[config.mk]
export PLATFORM = sky130hd
export DESIGN_NAME = mips_core
export DESIGN_NICKNAME = d
export VERILOG_FILES = /design/src/hw/mips_pkg.sv /design/src/hw/mips_regfile.sv /design/src/hw/mips_alu.sv /design/src/hw/mips_mem_align.sv /design/src/hw/mips_decode.sv /design/src/hw/mips_core.sv
export SDC_FILE = /design/constraint.sdc
export NUM_CORES = 2
export LEC_CHECK = 0
export BUFFER_PORTS_ARGS = -buffer_cell sky130_fd_sc_hd__clkbuf_2
export CORE_MARGIN = 3
export CORE_UTILIZATION = 50
export CTS_CLUSTER_SIZE = 40
export DETAILED_ROUTE_END_ITERATION = 16
export PLACE_DENSITY = 0.66
export REMOVE_ABC_BUFFERS = 1
export SYNTH_ARGS = -nofsm -noshare
export SYNTH_HDL_FRONTEND = slang
export SYNTH_SLANG_ARGS = --single-unit
[constraint.sdc]
create_clock -name clk -period 5.4 [get_ports clk]
set_clock_uncertainty 0.2 [all_clocks]
set_input_delay 1.62 -clock clk [delete_from_list [all_inputs] [get_ports clk]]
set_output_delay 1.62 -clock clk [all_outputs]
set_load 0.005 [all_outputs]
[src/hw/mips_pkg.sv]
// mips pipeline shared types
package mips_pkg;

   // basic widths
   typedef logic [31:0] word_t;
   typedef logic [4:0]  reg_idx_t;
   typedef logic [29:0] word_addr_t;
   // bit k enables byte lane k, little-endian
   typedef logic [3:0]  byte_en_t;

   // primary opcodes kept by this core
   typedef enum logic [5:0] {
      OP_SPECIAL = 6'h00,
      OP_ADDI    = 6'h08,
      OP_ADDIU   = 6'h09,
      OP_SLTI    = 6'h0a,
      OP_SLTIU   = 6'h0b,
      OP_ANDI    = 6'h0c,
      OP_ORI     = 6'h0d,
      OP_XORI    = 6'h0e,
      OP_LUI     = 6'h0f,
      OP_LB      = 6'h20,
      OP_LH      = 6'h21,
      OP_LW      = 6'h23,
      OP_LBU     = 6'h24,
      OP_LHU     = 6'h25,
      OP_SB      = 6'h28,
      OP_SH      = 6'h29,
      OP_SW      = 6'h2b
   } opcode_e;

   // special group function codes
   typedef enum logic [5:0] {
      FN_SLL     = 6'h00,
      FN_SRL     = 6'h02,
      FN_SRA     = 6'h03,
      FN_SLLV    = 6'h04,
      FN_SRLV    = 6'h06,
      FN_SRAV    = 6'h07,
      FN_SYSCALL = 6'h0c,
      FN_ADD     = 6'h20,
      FN_ADDU    = 6'h21,
      FN_SUB     = 6'h22,
      FN_SUBU    = 6'h23,
      FN_AND     = 6'h24,
      FN_OR      = 6'h25,
      FN_XOR     = 6'h26,
      FN_NOR     = 6'h27,
      FN_SLT     = 6'h2a,
      FN_SLTU    = 6'h2b
   } funct_e;

   // alu_add is zero so an all-zero control word is a bubble
   typedef enum logic [4:0] {
      ALU_ADD, ALU_ADDU, ALU_SUB, ALU_SUBU,
      ALU_AND, ALU_OR, ALU_XOR, ALU_NOR,
      ALU_SLT, ALU_SLTU, ALU_LUI,
      ALU_SLL, ALU_SRL, ALU_SRA, ALU_SLLV, ALU_SRLV, ALU_SRAV
   } alu_op_e;

   typedef enum logic [2:0] {LD_NONE, LD_LB, LD_LBU, LD_LH, LD_LHU, LD_LW} load_op_e;
   typedef enum logic [1:0] {ST_NONE, ST_SB, ST_SH, ST_SW} store_op_e;

   // control carried down the pipe
   typedef struct packed {
      logic      reg_we;
      reg_idx_t  wr_reg;
      alu_op_e   alu_op;
      logic      use_imm;
      load_op_e  load_op;
      store_op_e store_op;
      logic      is_sys;
   } ctrl_t;

   typedef struct packed {
      ctrl_t      ctrl;
      word_t      rs_val;
      word_t      rt_val;
      word_t      imm;
      logic [4:0] shamt;
   } id_ex_t;

   typedef struct packed {
      ctrl_t ctrl;
      // effective address for loads and stores
      word_t alu_result;
      word_t store_val;
   } ex_mem_t;

   typedef struct packed {
      logic     reg_we;
      reg_idx_t wr_reg;
      word_t    wr_data;
      logic     is_sys;
   } mem_wb_t;

endpackage

[src/hw/mips_regfile.sv]
// mips register file
module mips_regfile (
   input  logic               clk,
   input  logic               rst_b,
   input  mips_pkg::reg_idx_t rs_idx,
   input  mips_pkg::reg_idx_t rt_idx,
   output mips_pkg::word_t    rs_val,
   output mips_pkg::word_t    rt_val,
   input  mips_pkg::mem_wb_t  wb
);
   import mips_pkg::*;

   word_t regs [32];

   // same-cycle write shows up on the read port
   function automatic word_t read_port(reg_idx_t idx, mem_wb_t w);
      if (w.reg_we && (w.wr_reg == idx) && (idx != '0)) begin
         return w.wr_data;
      end
      return regs[idx];
   endfunction

   // r0 is never written so it holds its reset zero
   always_ff @(posedge clk or negedge rst_b) begin
      if (!rst_b) begin
         for (int i = 0; i < 32; i++) begin
            regs[i] <= '0;
         end
      end else if (wb.reg_we && (wb.wr_reg != '0)) begin
         regs[wb.wr_reg] <= wb.wr_data;
      end
   end

   always_comb begin
      rs_val = read_port(rs_idx, wb);
      rt_val = read_port(rt_idx, wb);
   end

endmodule

[src/hw/mips_alu.sv]
// mips integer alu
module mips_alu (
   input  mips_pkg::alu_op_e op,
   input  mips_pkg::word_t   a,
   input  mips_pkg::word_t   b,
   input  logic [4:0]        shamt,
   output mips_pkg::word_t   result
);
   import mips_pkg::*;

   // variable shift count from rs
   logic [4:0] var_sh;

   assign var_sh = a[4:0];

   always_comb begin
      case (op)
         // overflow is not trapped, so signed and unsigned forms match
         ALU_ADD, ALU_ADDU: result = a + b;
         ALU_SUB, ALU_SUBU: result = a - b;
         ALU_AND: result = a & b;
         ALU_OR:  result = a | b;
         ALU_XOR: result = a ^ b;
         ALU_NOR: result = ~(a | b);
         // immediate goes to the upper half
         ALU_LUI: result = {b[15:0], 16'h0000};
         ALU_SLT: result = {31'b0, $signed(a) < $signed(b)};
         ALU_SLTU: result = {31'b0, a < b};
         // shifts always act on rt, which is b
         ALU_SLL: result = b << shamt;
         ALU_SRL: result = b >> shamt;
         ALU_SRA: result = $signed(b) >>> shamt;
         ALU_SLLV: result = b << var_sh;
         ALU_SRLV: result = b >> var_sh;
         ALU_SRAV: result = $signed(b) >>> var_sh;
         default: result = a + b;
      endcase
   end

endmodule

[src/hw/mips_mem_align.sv]
// load and store lane alignment
module mips_mem_align (
   input  mips_pkg::ex_mem_t  ex_mem,
   input  mips_pkg::word_t    mem_data_out,
   output mips_pkg::word_t    mem_data_in,
   output mips_pkg::byte_en_t mem_write_en,
   output mips_pkg::word_t    load_data
);
   import mips_pkg::*;

   logic [1:0] k;
   logic [4:0] lane_shift;
   word_t      shifted;

   // byte offset inside the word
   assign k          = ex_mem.alu_result[1:0];
   assign lane_shift = {k, 3'b000};
   // addressed byte or half moved down to lane 0
   assign shifted    = mem_data_out >> lane_shift;

   // store side
   always_comb begin
      case (ex_mem.ctrl.store_op)
         ST_SB: begin
            mem_data_in  = {24'h0, ex_mem.store_val[7:0]} << lane_shift;
            mem_write_en = 4'b0001 << k;
         end
         ST_SH: begin
            mem_data_in  = {16'h0, ex_mem.store_val[15:0]} << lane_shift;
            mem_write_en = 4'b0011 << k;
         end
         ST_SW: begin
            mem_data_in  = ex_mem.store_val;
            mem_write_en = 4'b1111;
         end
         default: begin
            mem_data_in  = ex_mem.store_val;
            mem_write_en = 4'b0000;
         end
      endcase
   end

   // load side, extend after the shift
   always_comb begin
      case (ex_mem.ctrl.load_op)
         LD_LB:   load_data = {{24{shifted[7]}}, shifted[7:0]};
         LD_LBU:  load_data = {24'h0, shifted[7:0]};
         LD_LH:   load_data = {{16{shifted[15]}}, shifted[15:0]};
         LD_LHU:  load_data = {16'h0, shifted[15:0]};
         default: load_data = mem_data_out;
      endcase
   end

   // no access may straddle a word, the compiler aligns halves and words
   always_comb begin
      if ((ex_mem.ctrl.store_op == ST_SH) || (ex_mem.ctrl.load_op inside {LD_LH, LD_LHU})) begin
         assert (k[0] == 1'b0);
      end
      if ((ex_mem.ctrl.store_op == ST_SW) || (ex_mem.ctrl.load_op == LD_LW)) begin
         assert (k == 2'b00);
      end
   end

endmodule

[src/hw/mips_decode.sv]
// mips decode stage
module mips_decode (
   input  logic               clk,
   input  logic               rst_b,
   input  mips_pkg::word_t    inst,
   input  logic               pc_plus4_en,
   output mips_pkg::reg_idx_t rs_idx,
   output mips_pkg::reg_idx_t rt_idx,
   input  mips_pkg::word_t    rs_val,
   input  mips_pkg::word_t    rt_val,
   input  mips_pkg::ctrl_t    ex_ctrl,
   input  mips_pkg::ctrl_t    mem_ctrl,
   output mips_pkg::id_ex_t   id_ex,
   output logic               stall,
   output logic               sys_seen
);
   import mips_pkg::*;

   word_t       inst_q;
   logic        inst_valid;
   logic        sys_issued;
   opcode_e     op;
   funct_e      funct;
   reg_idx_t    rd;
   logic [15:0] imm16;
   logic        zext;
   logic        hazard;
   ctrl_t       dec;

   // true when r is read here and still pending in a later stage
   function automatic logic raw_hit(reg_idx_t r, ctrl_t c);
      return (r != '0) && c.reg_we && (c.wr_reg == r);
   endfunction

   // decode register, loads whenever fetch advances
   always_ff @(posedge clk) begin
      if (pc_plus4_en) begin
         inst_q <= inst;
      end
   end

   always_ff @(posedge clk or negedge rst_b) begin
      if (!rst_b) begin
         inst_valid <= 1'b0;
         sys_issued <= 1'b0;
      end else begin
         if (pc_plus4_en) begin
            inst_valid <= 1'b1;
         end
         // syscall goes down once, then it only holds fetch
         if (sys_seen && !stall) begin
            sys_issued <= 1'b1;
         end
      end
   end

   // field split
   assign op     = opcode_e'(inst_q[31:26]);
   assign funct  = funct_e'(inst_q[5:0]);
   assign rs_idx = inst_q[25:21];
   assign rt_idx = inst_q[20:16];
   assign rd     = inst_q[15:11];
   assign imm16  = inst_q[15:0];
   // logic immediates are zero extended, the rest sign extended
   assign zext   = (op == OP_ANDI) || (op == OP_ORI) || (op == OP_XORI);

   always_comb begin
      // i-type defaults, rt is the destination
      dec         = '0;
      dec.reg_we  = 1'b1;
      dec.wr_reg  = rt_idx;
      dec.use_imm = 1'b1;
      dec.alu_op  = ALU_ADDU;
      case (op)
         OP_SPECIAL: begin
            dec.wr_reg  = rd;
            dec.use_imm = 1'b0;
            case (funct)
               FN_SLL:  dec.alu_op = ALU_SLL;
               FN_SRL:  dec.alu_op = ALU_SRL;
               FN_SRA:  dec.alu_op = ALU_SRA;
               FN_SLLV: dec.alu_op = ALU_SLLV;
               FN_SRLV: dec.alu_op = ALU_SRLV;
               FN_SRAV: dec.alu_op = ALU_SRAV;
               FN_ADD:  dec.alu_op = ALU_ADD;
               FN_ADDU: dec.alu_op = ALU_ADDU;
               FN_SUB:  dec.alu_op = ALU_SUB;
               FN_SUBU: dec.alu_op = ALU_SUBU;
               FN_AND:  dec.alu_op = ALU_AND;
               FN_OR:   dec.alu_op = ALU_OR;
               FN_XOR:  dec.alu_op = ALU_XOR;
               FN_NOR:  dec.alu_op = ALU_NOR;
               FN_SLT:  dec.alu_op = ALU_SLT;
               FN_SLTU: dec.alu_op = ALU_SLTU;
               FN_SYSCALL: begin
                  dec        = '0;
                  dec.is_sys = 1'b1;
               end
               // unknown function becomes a bubble
               default: dec = '0;
            endcase
         end
         OP_ADDI:  dec.alu_op = ALU_ADD;
         OP_ADDIU: dec.alu_op = ALU_ADDU;
         OP_SLTI:  dec.alu_op = ALU_SLT;
         OP_SLTIU: dec.alu_op = ALU_SLTU;
         OP_ANDI:  dec.alu_op = ALU_AND;
         OP_ORI:   dec.alu_op = ALU_OR;
         OP_XORI:  dec.alu_op = ALU_XOR;
         OP_LUI:   dec.alu_op = ALU_LUI;
         // loads add the offset to rs
         OP_LB:    dec.load_op = LD_LB;
         OP_LBU:   dec.load_op = LD_LBU;
         OP_LH:    dec.load_op = LD_LH;
         OP_LHU:   dec.load_op = LD_LHU;
         OP_LW:    dec.load_op = LD_LW;
         OP_SB, OP_SH, OP_SW: begin
            dec.reg_we   = 1'b0;
            dec.store_op = (op == OP_SB) ? ST_SB : ((op == OP_SH) ? ST_SH : ST_SW);
         end
         default: dec = '0;
      endcase
   end

   // raw check against execute and memory, writeback is covered by the regfile
   assign hazard   = raw_hit(rs_idx, ex_ctrl) || raw_hit(rt_idx, ex_ctrl) ||
                     raw_hit(rs_idx, mem_ctrl) || raw_hit(rt_idx, mem_ctrl);
   assign stall    = inst_valid && hazard;
   assign sys_seen = inst_valid && (op == OP_SPECIAL) && (funct == FN_SYSCALL);

   always_comb begin
      id_ex.ctrl   = (stall || sys_issued || !inst_valid) ? '0 : dec;
      id_ex.rs_val = rs_val;
      id_ex.rt_val = rt_val;
      id_ex.imm    = zext ? {16'h0, imm16} : {{16{imm16[15]}}, imm16};
      id_ex.shamt  = inst_q[10:6];
   end

   // producer drains from ex to mem to wb, so two bubbles always clear it
   assert property (@(posedge clk) disable iff (!rst_b) stall [*2] |=> !stall);

endmodule

[src/hw/mips_core.sv]
// mips five-stage pipeline
module mips_core #(
   parameter mips_pkg::word_t text_start = 32'h0040_0000
) (
   input  logic                 clk,
   input  logic                 rst_b,
   output mips_pkg::word_addr_t inst_addr,
   input  mips_pkg::word_t      inst,
   output mips_pkg::word_addr_t mem_addr,
   output mips_pkg::word_t      mem_data_in,
   input  mips_pkg::word_t      mem_data_out,
   output mips_pkg::byte_en_t   mem_write_en,
   output logic                 halted
);
   import mips_pkg::*;

   word_t    pc;
   logic     fetch_adv;
   logic     stall;
   logic     sys_seen;
   reg_idx_t rs_idx;
   reg_idx_t rt_idx;
   word_t    rs_val;
   word_t    rt_val;
   id_ex_t   id_ex;
   // stage registers
   id_ex_t   ex_q;
   ex_mem_t  mem_q;
   mem_wb_t  wb_q;
   // execute and memory results
   word_t    alu_b;
   word_t    alu_result;
   word_t    load_data;
   ex_mem_t  ex_mem_d;
   mem_wb_t  mem_wb_d;

   // fetch freezes on a hazard, on a syscall in decode and after halt
   assign fetch_adv = !stall && !sys_seen && !halted;
   assign inst_addr = pc[31:2];

   always_ff @(posedge clk or negedge rst_b) begin
      if (!rst_b) begin
         pc <= text_start;
      end else if (fetch_adv) begin
         pc <= pc + 32'd4;
      end
   end

   mips_decode i_mips_decode (
      .clk         (clk),
      .rst_b       (rst_b),
      .inst        (inst),
      .pc_plus4_en (fetch_adv),
      .rs_idx      (rs_idx),
      .rt_idx      (rt_idx),
      .rs_val      (rs_val),
      .rt_val      (rt_val),
      .ex_ctrl     (ex_q.ctrl),
      .mem_ctrl    (mem_q.ctrl),
      .id_ex       (id_ex),
      .stall       (stall),
      .sys_seen    (sys_seen)
   );

   // written from writeback, read in decode
   mips_regfile i_mips_regfile (
      .clk    (clk),
      .rst_b  (rst_b),
      .rs_idx (rs_idx),
      .rt_idx (rt_idx),
      .rs_val (rs_val),
      .rt_val (rt_val),
      .wb     (wb_q)
   );

   // execute
   assign alu_b = ex_q.ctrl.use_imm ? ex_q.imm : ex_q.rt_val;

   mips_alu i_mips_alu (
      .op     (ex_q.ctrl.alu_op),
      .a      (ex_q.rs_val),
      .b      (alu_b),
      .shamt  (ex_q.shamt),
      .result (alu_result)
   );

   always_comb begin
      ex_mem_d.ctrl       = ex_q.ctrl;
      ex_mem_d.alu_result = alu_result;
      ex_mem_d.store_val  = ex_q.rt_val;
   end

   // memory, ideal port answers in the same cycle
   assign mem_addr = mem_q.alu_result[31:2];

   mips_mem_align i_mips_mem_align (
      .ex_mem       (mem_q),
      .mem_data_out (mem_data_out),
      .mem_data_in  (mem_data_in),
      .mem_write_en (mem_write_en),
      .load_data    (load_data)
   );

   always_comb begin
      mem_wb_d.reg_we  = mem_q.ctrl.reg_we;
      mem_wb_d.wr_reg  = mem_q.ctrl.wr_reg;
      mem_wb_d.wr_data = (mem_q.ctrl.load_op != LD_NONE) ? load_data : mem_q.alu_result;
      mem_wb_d.is_sys  = mem_q.ctrl.is_sys;
   end

   // stage registers move every cycle, a stall shows up as a bubble from decode
   always_ff @(posedge clk or negedge rst_b) begin
      if (!rst_b) begin
         ex_q   <= '0;
         mem_q  <= '0;
         wb_q   <= '0;
         halted <= 1'b0;
      end else begin
         ex_q  <= id_ex;
         mem_q <= ex_mem_d;
         wb_q  <= mem_wb_d;
         // sticky once the syscall retires
         if (wb_q.is_sys) begin
            halted <= 1'b1;
         end
      end
   end

   // lane enables only for a store in the memory stage
   assert property (@(posedge clk) disable iff (!rst_b)
      (mem_q.ctrl.store_op == ST_NONE) |-> (mem_write_en == '0));

endmodule

== After elaboration in Yosys (flattened, before gate mapping) ==
Cells that the tools add are included.
Storage, ports and cells
  bits in latches: 0
  register bits: 1325
  ROM bits: 0
  memories kept: 0
  bits in writable memories: 0
  bits of input ports: 66
Operators by class
  div/mod/pow operators: 0
  reductions and logical operators: 43
  eq/ne operators: 60
  add/subtract/negate cells: 3
  shift-type cells: 11
  order comparisons: 6
  bitwise operators: 7
  muxes and demuxes: 35
  multiply operators: 0
Operator list (number)
  bitwise mux 1024 bit: 1
  case mux 32 bit (14 select lines): 1
  two-way mux 32 bit: 12
  binary-select mux 32 bit (select 5 bit): 2
  demux 32 bit (select 5 bit): 1
  case mux 32 bit (4 select lines): 1
  == test 6 bit (second input constant): 18
  case mux 5 bit (15 select lines): 1
  < comparator 32 bit: 2
  case mux 32 bit (2 select lines): 1
  << shifter 32 x 5 -> 32 bit: 2
  >> shifter 32 x 5 -> 32 bit: 2
  >>> shifter 32 x 5 -> 32 bit: 2
  == test 6 x 4 -> 1 bit (second input constant): 9
  == test 5 x 4 -> 1 bit (second input constant): 8
  case mux 5 bit (8 select lines): 1
  adder 32 x 3 -> 32 bit (second input constant): 1
  adder 32 bit: 1
  bitwise AND 32 bit: 1
  NOT 32 bit: 1
  bitwise OR 32 bit: 1
  OR reduction 16 bit: 2
  << shifter 16 x 5 -> 32 bit: 1
  << shifter 8 x 5 -> 32 bit: 1
  38 further kinds: 92

== Logic depth before layout (Yosys ltp) ==
  word-level depth: 10
  depth in mapped cells: 18

== By module ==
From an unflattened synthesis, not the netlist that was laid out.
Second synthesis, totals
  cell total of the unflattened synthesis: 6381
  area total of the unflattened synthesis: 78730.5 um2
Modules (own cells, without submodules)
  mips_regfile: instances 1, sequential area each 25624.6 um2, cells an instance 3416, area each 53538.8 um2
  mips_alu: instances 1, sequential area each 0.0 um2, cells an instance 1901, area each 12039.0 um2
  mips_core: instances 1, sequential area each 6782.8 um2, cells an instance 462, area each 8391.8 um2
  mips_decode: instances 1, sequential area each 1011.0 um2, cells an instance 293, area each 2797.7 um2
  mips_mem_align: instances 1, sequential area each 0.0 um2, cells an instance 309, area each 1963.1 um2

== Least setup slack after synthesis ==
Ideal clock, no wire load.
  path type: reg-to-reg
  start: reg i_mips_decode.inst_q[19]
  end: reg pc[10]
  cell stages (with the launch flop): 12
  setup time: 123 ps
  data required time: 5077 ps
  buffers on the path: 1
  arrival: 4114 ps
  clock period less this slack: 4437 ps
  setup slack: 963 ps
  path through: edfxtp_1 > buf_2 > or4_1 > nor2_2 > nor4_1 > o21ai_1 > nand2_1 > a21oi_1 > nand2_1 > nor2_1 > nand3_1 > xnor2_1
On the way
  word-level cells in the longest chain between the ends: 10
  elaborated cells between the ends (all ways): 14
  those cells by class: eq/ne: 2; reduce/logical: 12
Ends and longest elaborated chain
  start: declaration: line mips_decode.sv:19  | word_t inst_q;
  start signal: assignment: line mips_decode.sv:38  | inst_q <= inst;
  nonzero test 5 bit: line mips_decode.sv:32  | return (r != '0) && c.reg_we && (c.wr_reg == r);
  logical AND 1 bit (2 in series): line mips_decode.sv:32
  logical OR 1 bit (2 in series): line mips_decode.sv:126  | assign hazard = raw_hit(rs_idx, ex_ctrl) || raw_hit(rt_idx, ex_ctrl) ||
  logical OR 1 bit (*): line mips_decode.sv:127  | raw_hit(rs_idx, mem_ctrl) || raw_hit(rt_idx, mem_ctrl);
  logical AND 1 bit (*): line mips_decode.sv:128  | assign stall = inst_valid && hazard;
  logical NOT 1 bit (*): line mips_core.sv:38  | assign fetch_adv = !stall && !sys_seen && !halted;
  logical AND 1 bit (*) (2 in series): line mips_core.sv:38
  via fetch_adv: line mips_core.sv:18  | logic fetch_adv;
  end signal: assignment: line mips_core.sv:43  | pc <= text_start;
  end signal: assignment: line mips_core.sv:45  | pc <= pc + 32'd4;
  end: declaration: line mips_core.sv:17  | word_t pc;
The timed path passes the listed nets; every way through them passes the cells marked *.
A chain may end at the register's enable or synchronous reset.

== Worst setup path in the final report ==
  start: reg mem_q[33] (netlist bit)
  end: out mem_write_en[0]
On the way
  word-level cells in the longest chain between the ends: 2
  elaborated cells between the ends (all ways): 3
  those cells by class: shift: 2; mux: 1
Ends and longest elaborated chain
  start: declaration: line mips_core.sv:28  | ex_mem_t mem_q;
  start signal: assignment: line mips_core.sv:120  | mem_q <= ex_mem_d;
  << shifter 2 x 2 -> 4 bit or << shifter 1 x 2 -> 4 bit (tied branches): line mips_mem_align.sv:30, mips_mem_align.sv:26
  case mux 4 bit (3 select lines) (*): line mips_mem_align.sv:23  | case (ex_mem.ctrl.store_op)
  end: declaration: line mips_core.sv:12  | output mips_pkg::byte_en_t mem_write_en,
Mark *: on every way between the ends. The rest lies on a longest branch, timed or not.

==> summary.md <==
| Metric | Value |
|---|---|
| Slew Limit Fails | `0` |
| Worst reg2reg path depth | `12` |
| CTS clk-pin slew, worst paths | `0.06 ns` |
| Antenna Violating Nets Remaining | `0` |
| Fraction of layout cells with a size suffix above 1 | `39.72%` |
| Total grt overflow | `0` |
| Most frequent cells in the layout | `dfrtp_1 (1267), mux2_2 (1004), mux4_2 (649)` |
| Mean post-synth cell area | `12.61 um^2` |
| Post-synth EDFFs | `32` |
| Final setup viols | `0` |
| Post-DP Area | `80080 um^2` |
| Die ar. | `158500 um^2` |
| TritonCTS Sinks | `1303` |
| Core area | `152400 um^2` |
| CTS tree | `built` |
| GP Congestion | `1.185` |
| Synth cell types | `108` |
| Leak | `38.52 nW` |
| Max cap viols | `1` |
| Cell Area, Synth | `76890 um^2` |
| Drt first pass iters | `8` |
| Worst-Skew Late Latency | `0.81 ns` |
| Setup slack, reg-to-reg | `0.33 ns` |
| Starting density of the core | `50.44%` |
| Residual DRC | `0` |
| Clock Tree Buf Depth | `3` |
| Power, Total | `26.74 mW` |
| RR Endpoint | `mem_addr[5]` |
| Synth Flop Type | `dfrtp_1` |
| Top cell type's share of synthesized area | `41.33%` |
| Htree depth | `4` |
| First-pass GRT wire length | `412800 um` |
| Placed insts | `7929` |
| Detailed Route WL | `290200 um` |
| Filler instances | `12540` |
| Largest area contributor in the netlist | `dfrtp_1` |
| VDD IR max | `327.7 uV` |
| Ys Warns | `0` |
| Post-synthesis async set-or-reset flop share | `97.54%` |
| Hold/Removal Path Class | `reg2reg` |
| Part of the cycle the worst path needs | `98.02%` |
| Chip Width | `398.2 um` |
| Nets | `6217` |
| Initial DRC Count | `7681` |
| Die Height | `398.2 um` |
| I/O pin count | `163` |
| Reg2reg start | `ex_mem_d[71]` |
| #FFs+latches synth | `1303` |
| Synth top area cells | `dfrtp_1 (41%), mux4_2 (19%), mux2_2 (15%)` |
| WHS | `0.1485 ns` |
| Pre-CTS setup slack | `0.6611 ns` |
| Post-layout util | `55.92%` |
| P&R area growth vs syn | `10.86%` |
| Slew HR | `0.4366%` |
| Via count | `57030` |
| Slew @ Worst Pin | `1.488 ns` |
| Vias in the first global route | `56020` |
| Max Fclk | `188.9 MHz` |
| Sequential share of the synthesized area | `42.62%` |
| Total CTS buffers | `148` |
| Crit-path max FO | `9` |
| Unrepaired setup endpoints after global routing | `false` |
| Setup TNS | `0 ns` |
| Worst setup SP type | `flip-flop` |
| Clock root buffer | `clkbuf_16` |
| Design area | `85240 um^2` |
| Total GRT Usage | `36.44%` |
| Critical Path RT | `3.58 ns` |
| CP endpoint | `mem_write_en[0]` |
| Outcome | `complete, but fails checks` |
| Largest net degree at the start of global routing | `129` |
| Crit path kind | `reg2out` |
| # rows | `143` |
| Failing checks | `capacitance limit` |
| Setup crit start | `mem_q[33]` |
| Worst setup EP type | `primary output` |
| Post-Syn Instances | `6096` |
| PnR worst setup slack | `0.1071 ns` |
| Hold Vio Cnt, Final | `0` |
| Tmin final | `5.293 ns` |
| Initial antenna violation count | `24` |
| Post-DR vias/cell | `6.943` |
| Final Non-Filler Cells | `8213` |
| Power Dens Cells | `313.7 nW/um^2` |
| Routed len/inst | `35.34 um` |
| IO buf count | `162` |
| HPWL after detailed placement | `191000 um` |
| Critical Path AT | `3.47 ns` |
| Most common cell after layout, fill and taps aside | `dfrtp_1` |
## worst min-delay path by stage
| stage | endpoint | cells past startpoint | from |
|---|---|---|---|
| final | ex_q[0] | 0 | i_mips_decode.inst_q[6] |
| after detailed placement | ex_q[1] | 0 | i_mips_decode.inst_q[7] |
| after floorplan | ex_q[0] | 0 | i_mips_decode.inst_q[6] |
| after CTS | ex_q[15] | 0 | i_mips_decode.inst_q[10] |
| after global placement | mem_q[64] | 0 | ex_mem_d[64] |
| after global routing | ex_q[0] | 0 | i_mips_decode.inst_q[6] |
## cell type report
type	count	area (um^2)	area share, %
clock inverter	65	839.6	0.9849
antenna	13	32.53	0.03816
timing repair buffer	419	3055	3.585
tap	2030	2540	2.980
sequential	1303	32770	38.45
inverter	134	505.5	0.5930
multi-input combinational	4043	41210	48.35
clock buffer	206	4284	5.026
## worst max-delay path: stages, from the launching register on
cell and delay (ns):
dfrtp_1 0.68, nor2_1 1.12, a21oi_1 0.18, nor2_1 0.46, clkbuf_2 0.21
## cells in the mapped netlist (52+ instances only)
master / number
a211oi_1: 52
a21oi_1: 299
buf_1: 168
buf_2: 55
clkbuf_1: 339
dfrtp_1: 1270
ha_1: 100
inv_1: 122
mux2_2: 1004
mux2i_1: 146
mux4_2: 649
nand2_1: 337
nand3_1: 89
nor2_1: 296
nor3_1: 78
o211ai_1: 69
o21ai_0: 239
## cell families (layout without fill, tap and decap cells)
family	Yosys count	in the layout	share of synthesized area (%)
simple gates	1012	1012	6.156
xor+xnor	76	76	0.8657
fa+ha+maj	102	102	1.679
buf+inv	750	824	4.086
other cells	0	13	0
mux	1811	1811	35.86
flops	1303	1303	42.62
compound gates	1042	1042	8.738
## power by group
part | switching, mW | internal, mW | leakage [nW] | total, mW
clock network | 4.38 | 6.10 | 2.51 | 10.5
registers | 1.09 | 10.4 | 17.9 | 11.5
logic | 2.86 | 1.92 | 18.1 | 4.78
total | 8.34 | 18.4 | 38.5 | 26.7
## state kept, by name (all words and copies together) (netlist names)
| signal | flops |
|---|---|
| i_mips_decode.inst_q | 32 |
| wb_q | 39 |
| ex_mem_d | 50 |
| i_mips_decode.sys_issued | 1 |
| ex_q | 49 |
| i_mips_regfile.regs | 1024 |
| halted | 1 |
| pc | 30 |
| i_mips_decode.inst_valid | 1 |
| mem_addr | 30 |
| mem_q | 46 |
## per-layer routing
| metal | GRT usage [%] | up-vias | share of wire [%] |
|---|---|---|---|
| met5 | 0 | - | 0.027 |
| met4 | 17.33 | 12 | 5.8 |
| met3 | 14.26 | 824 | 13 |
| met2 | 50.54 | 3481 | 42 |
| met1 | 50.12 | 29670 | 40 |
| li1 | - | 23040 | - |
## timing repair
| item | CTS | global route |
|---|---|---|
| hold buffers | 0 | 0 |
| setup buffers | 0 | 0 |
| endpoints found under the setup margin | 0 | 1 |
| gates resized for setup | 0 | 1 |
No activity file was read; power rests on OpenSTA's default activity.
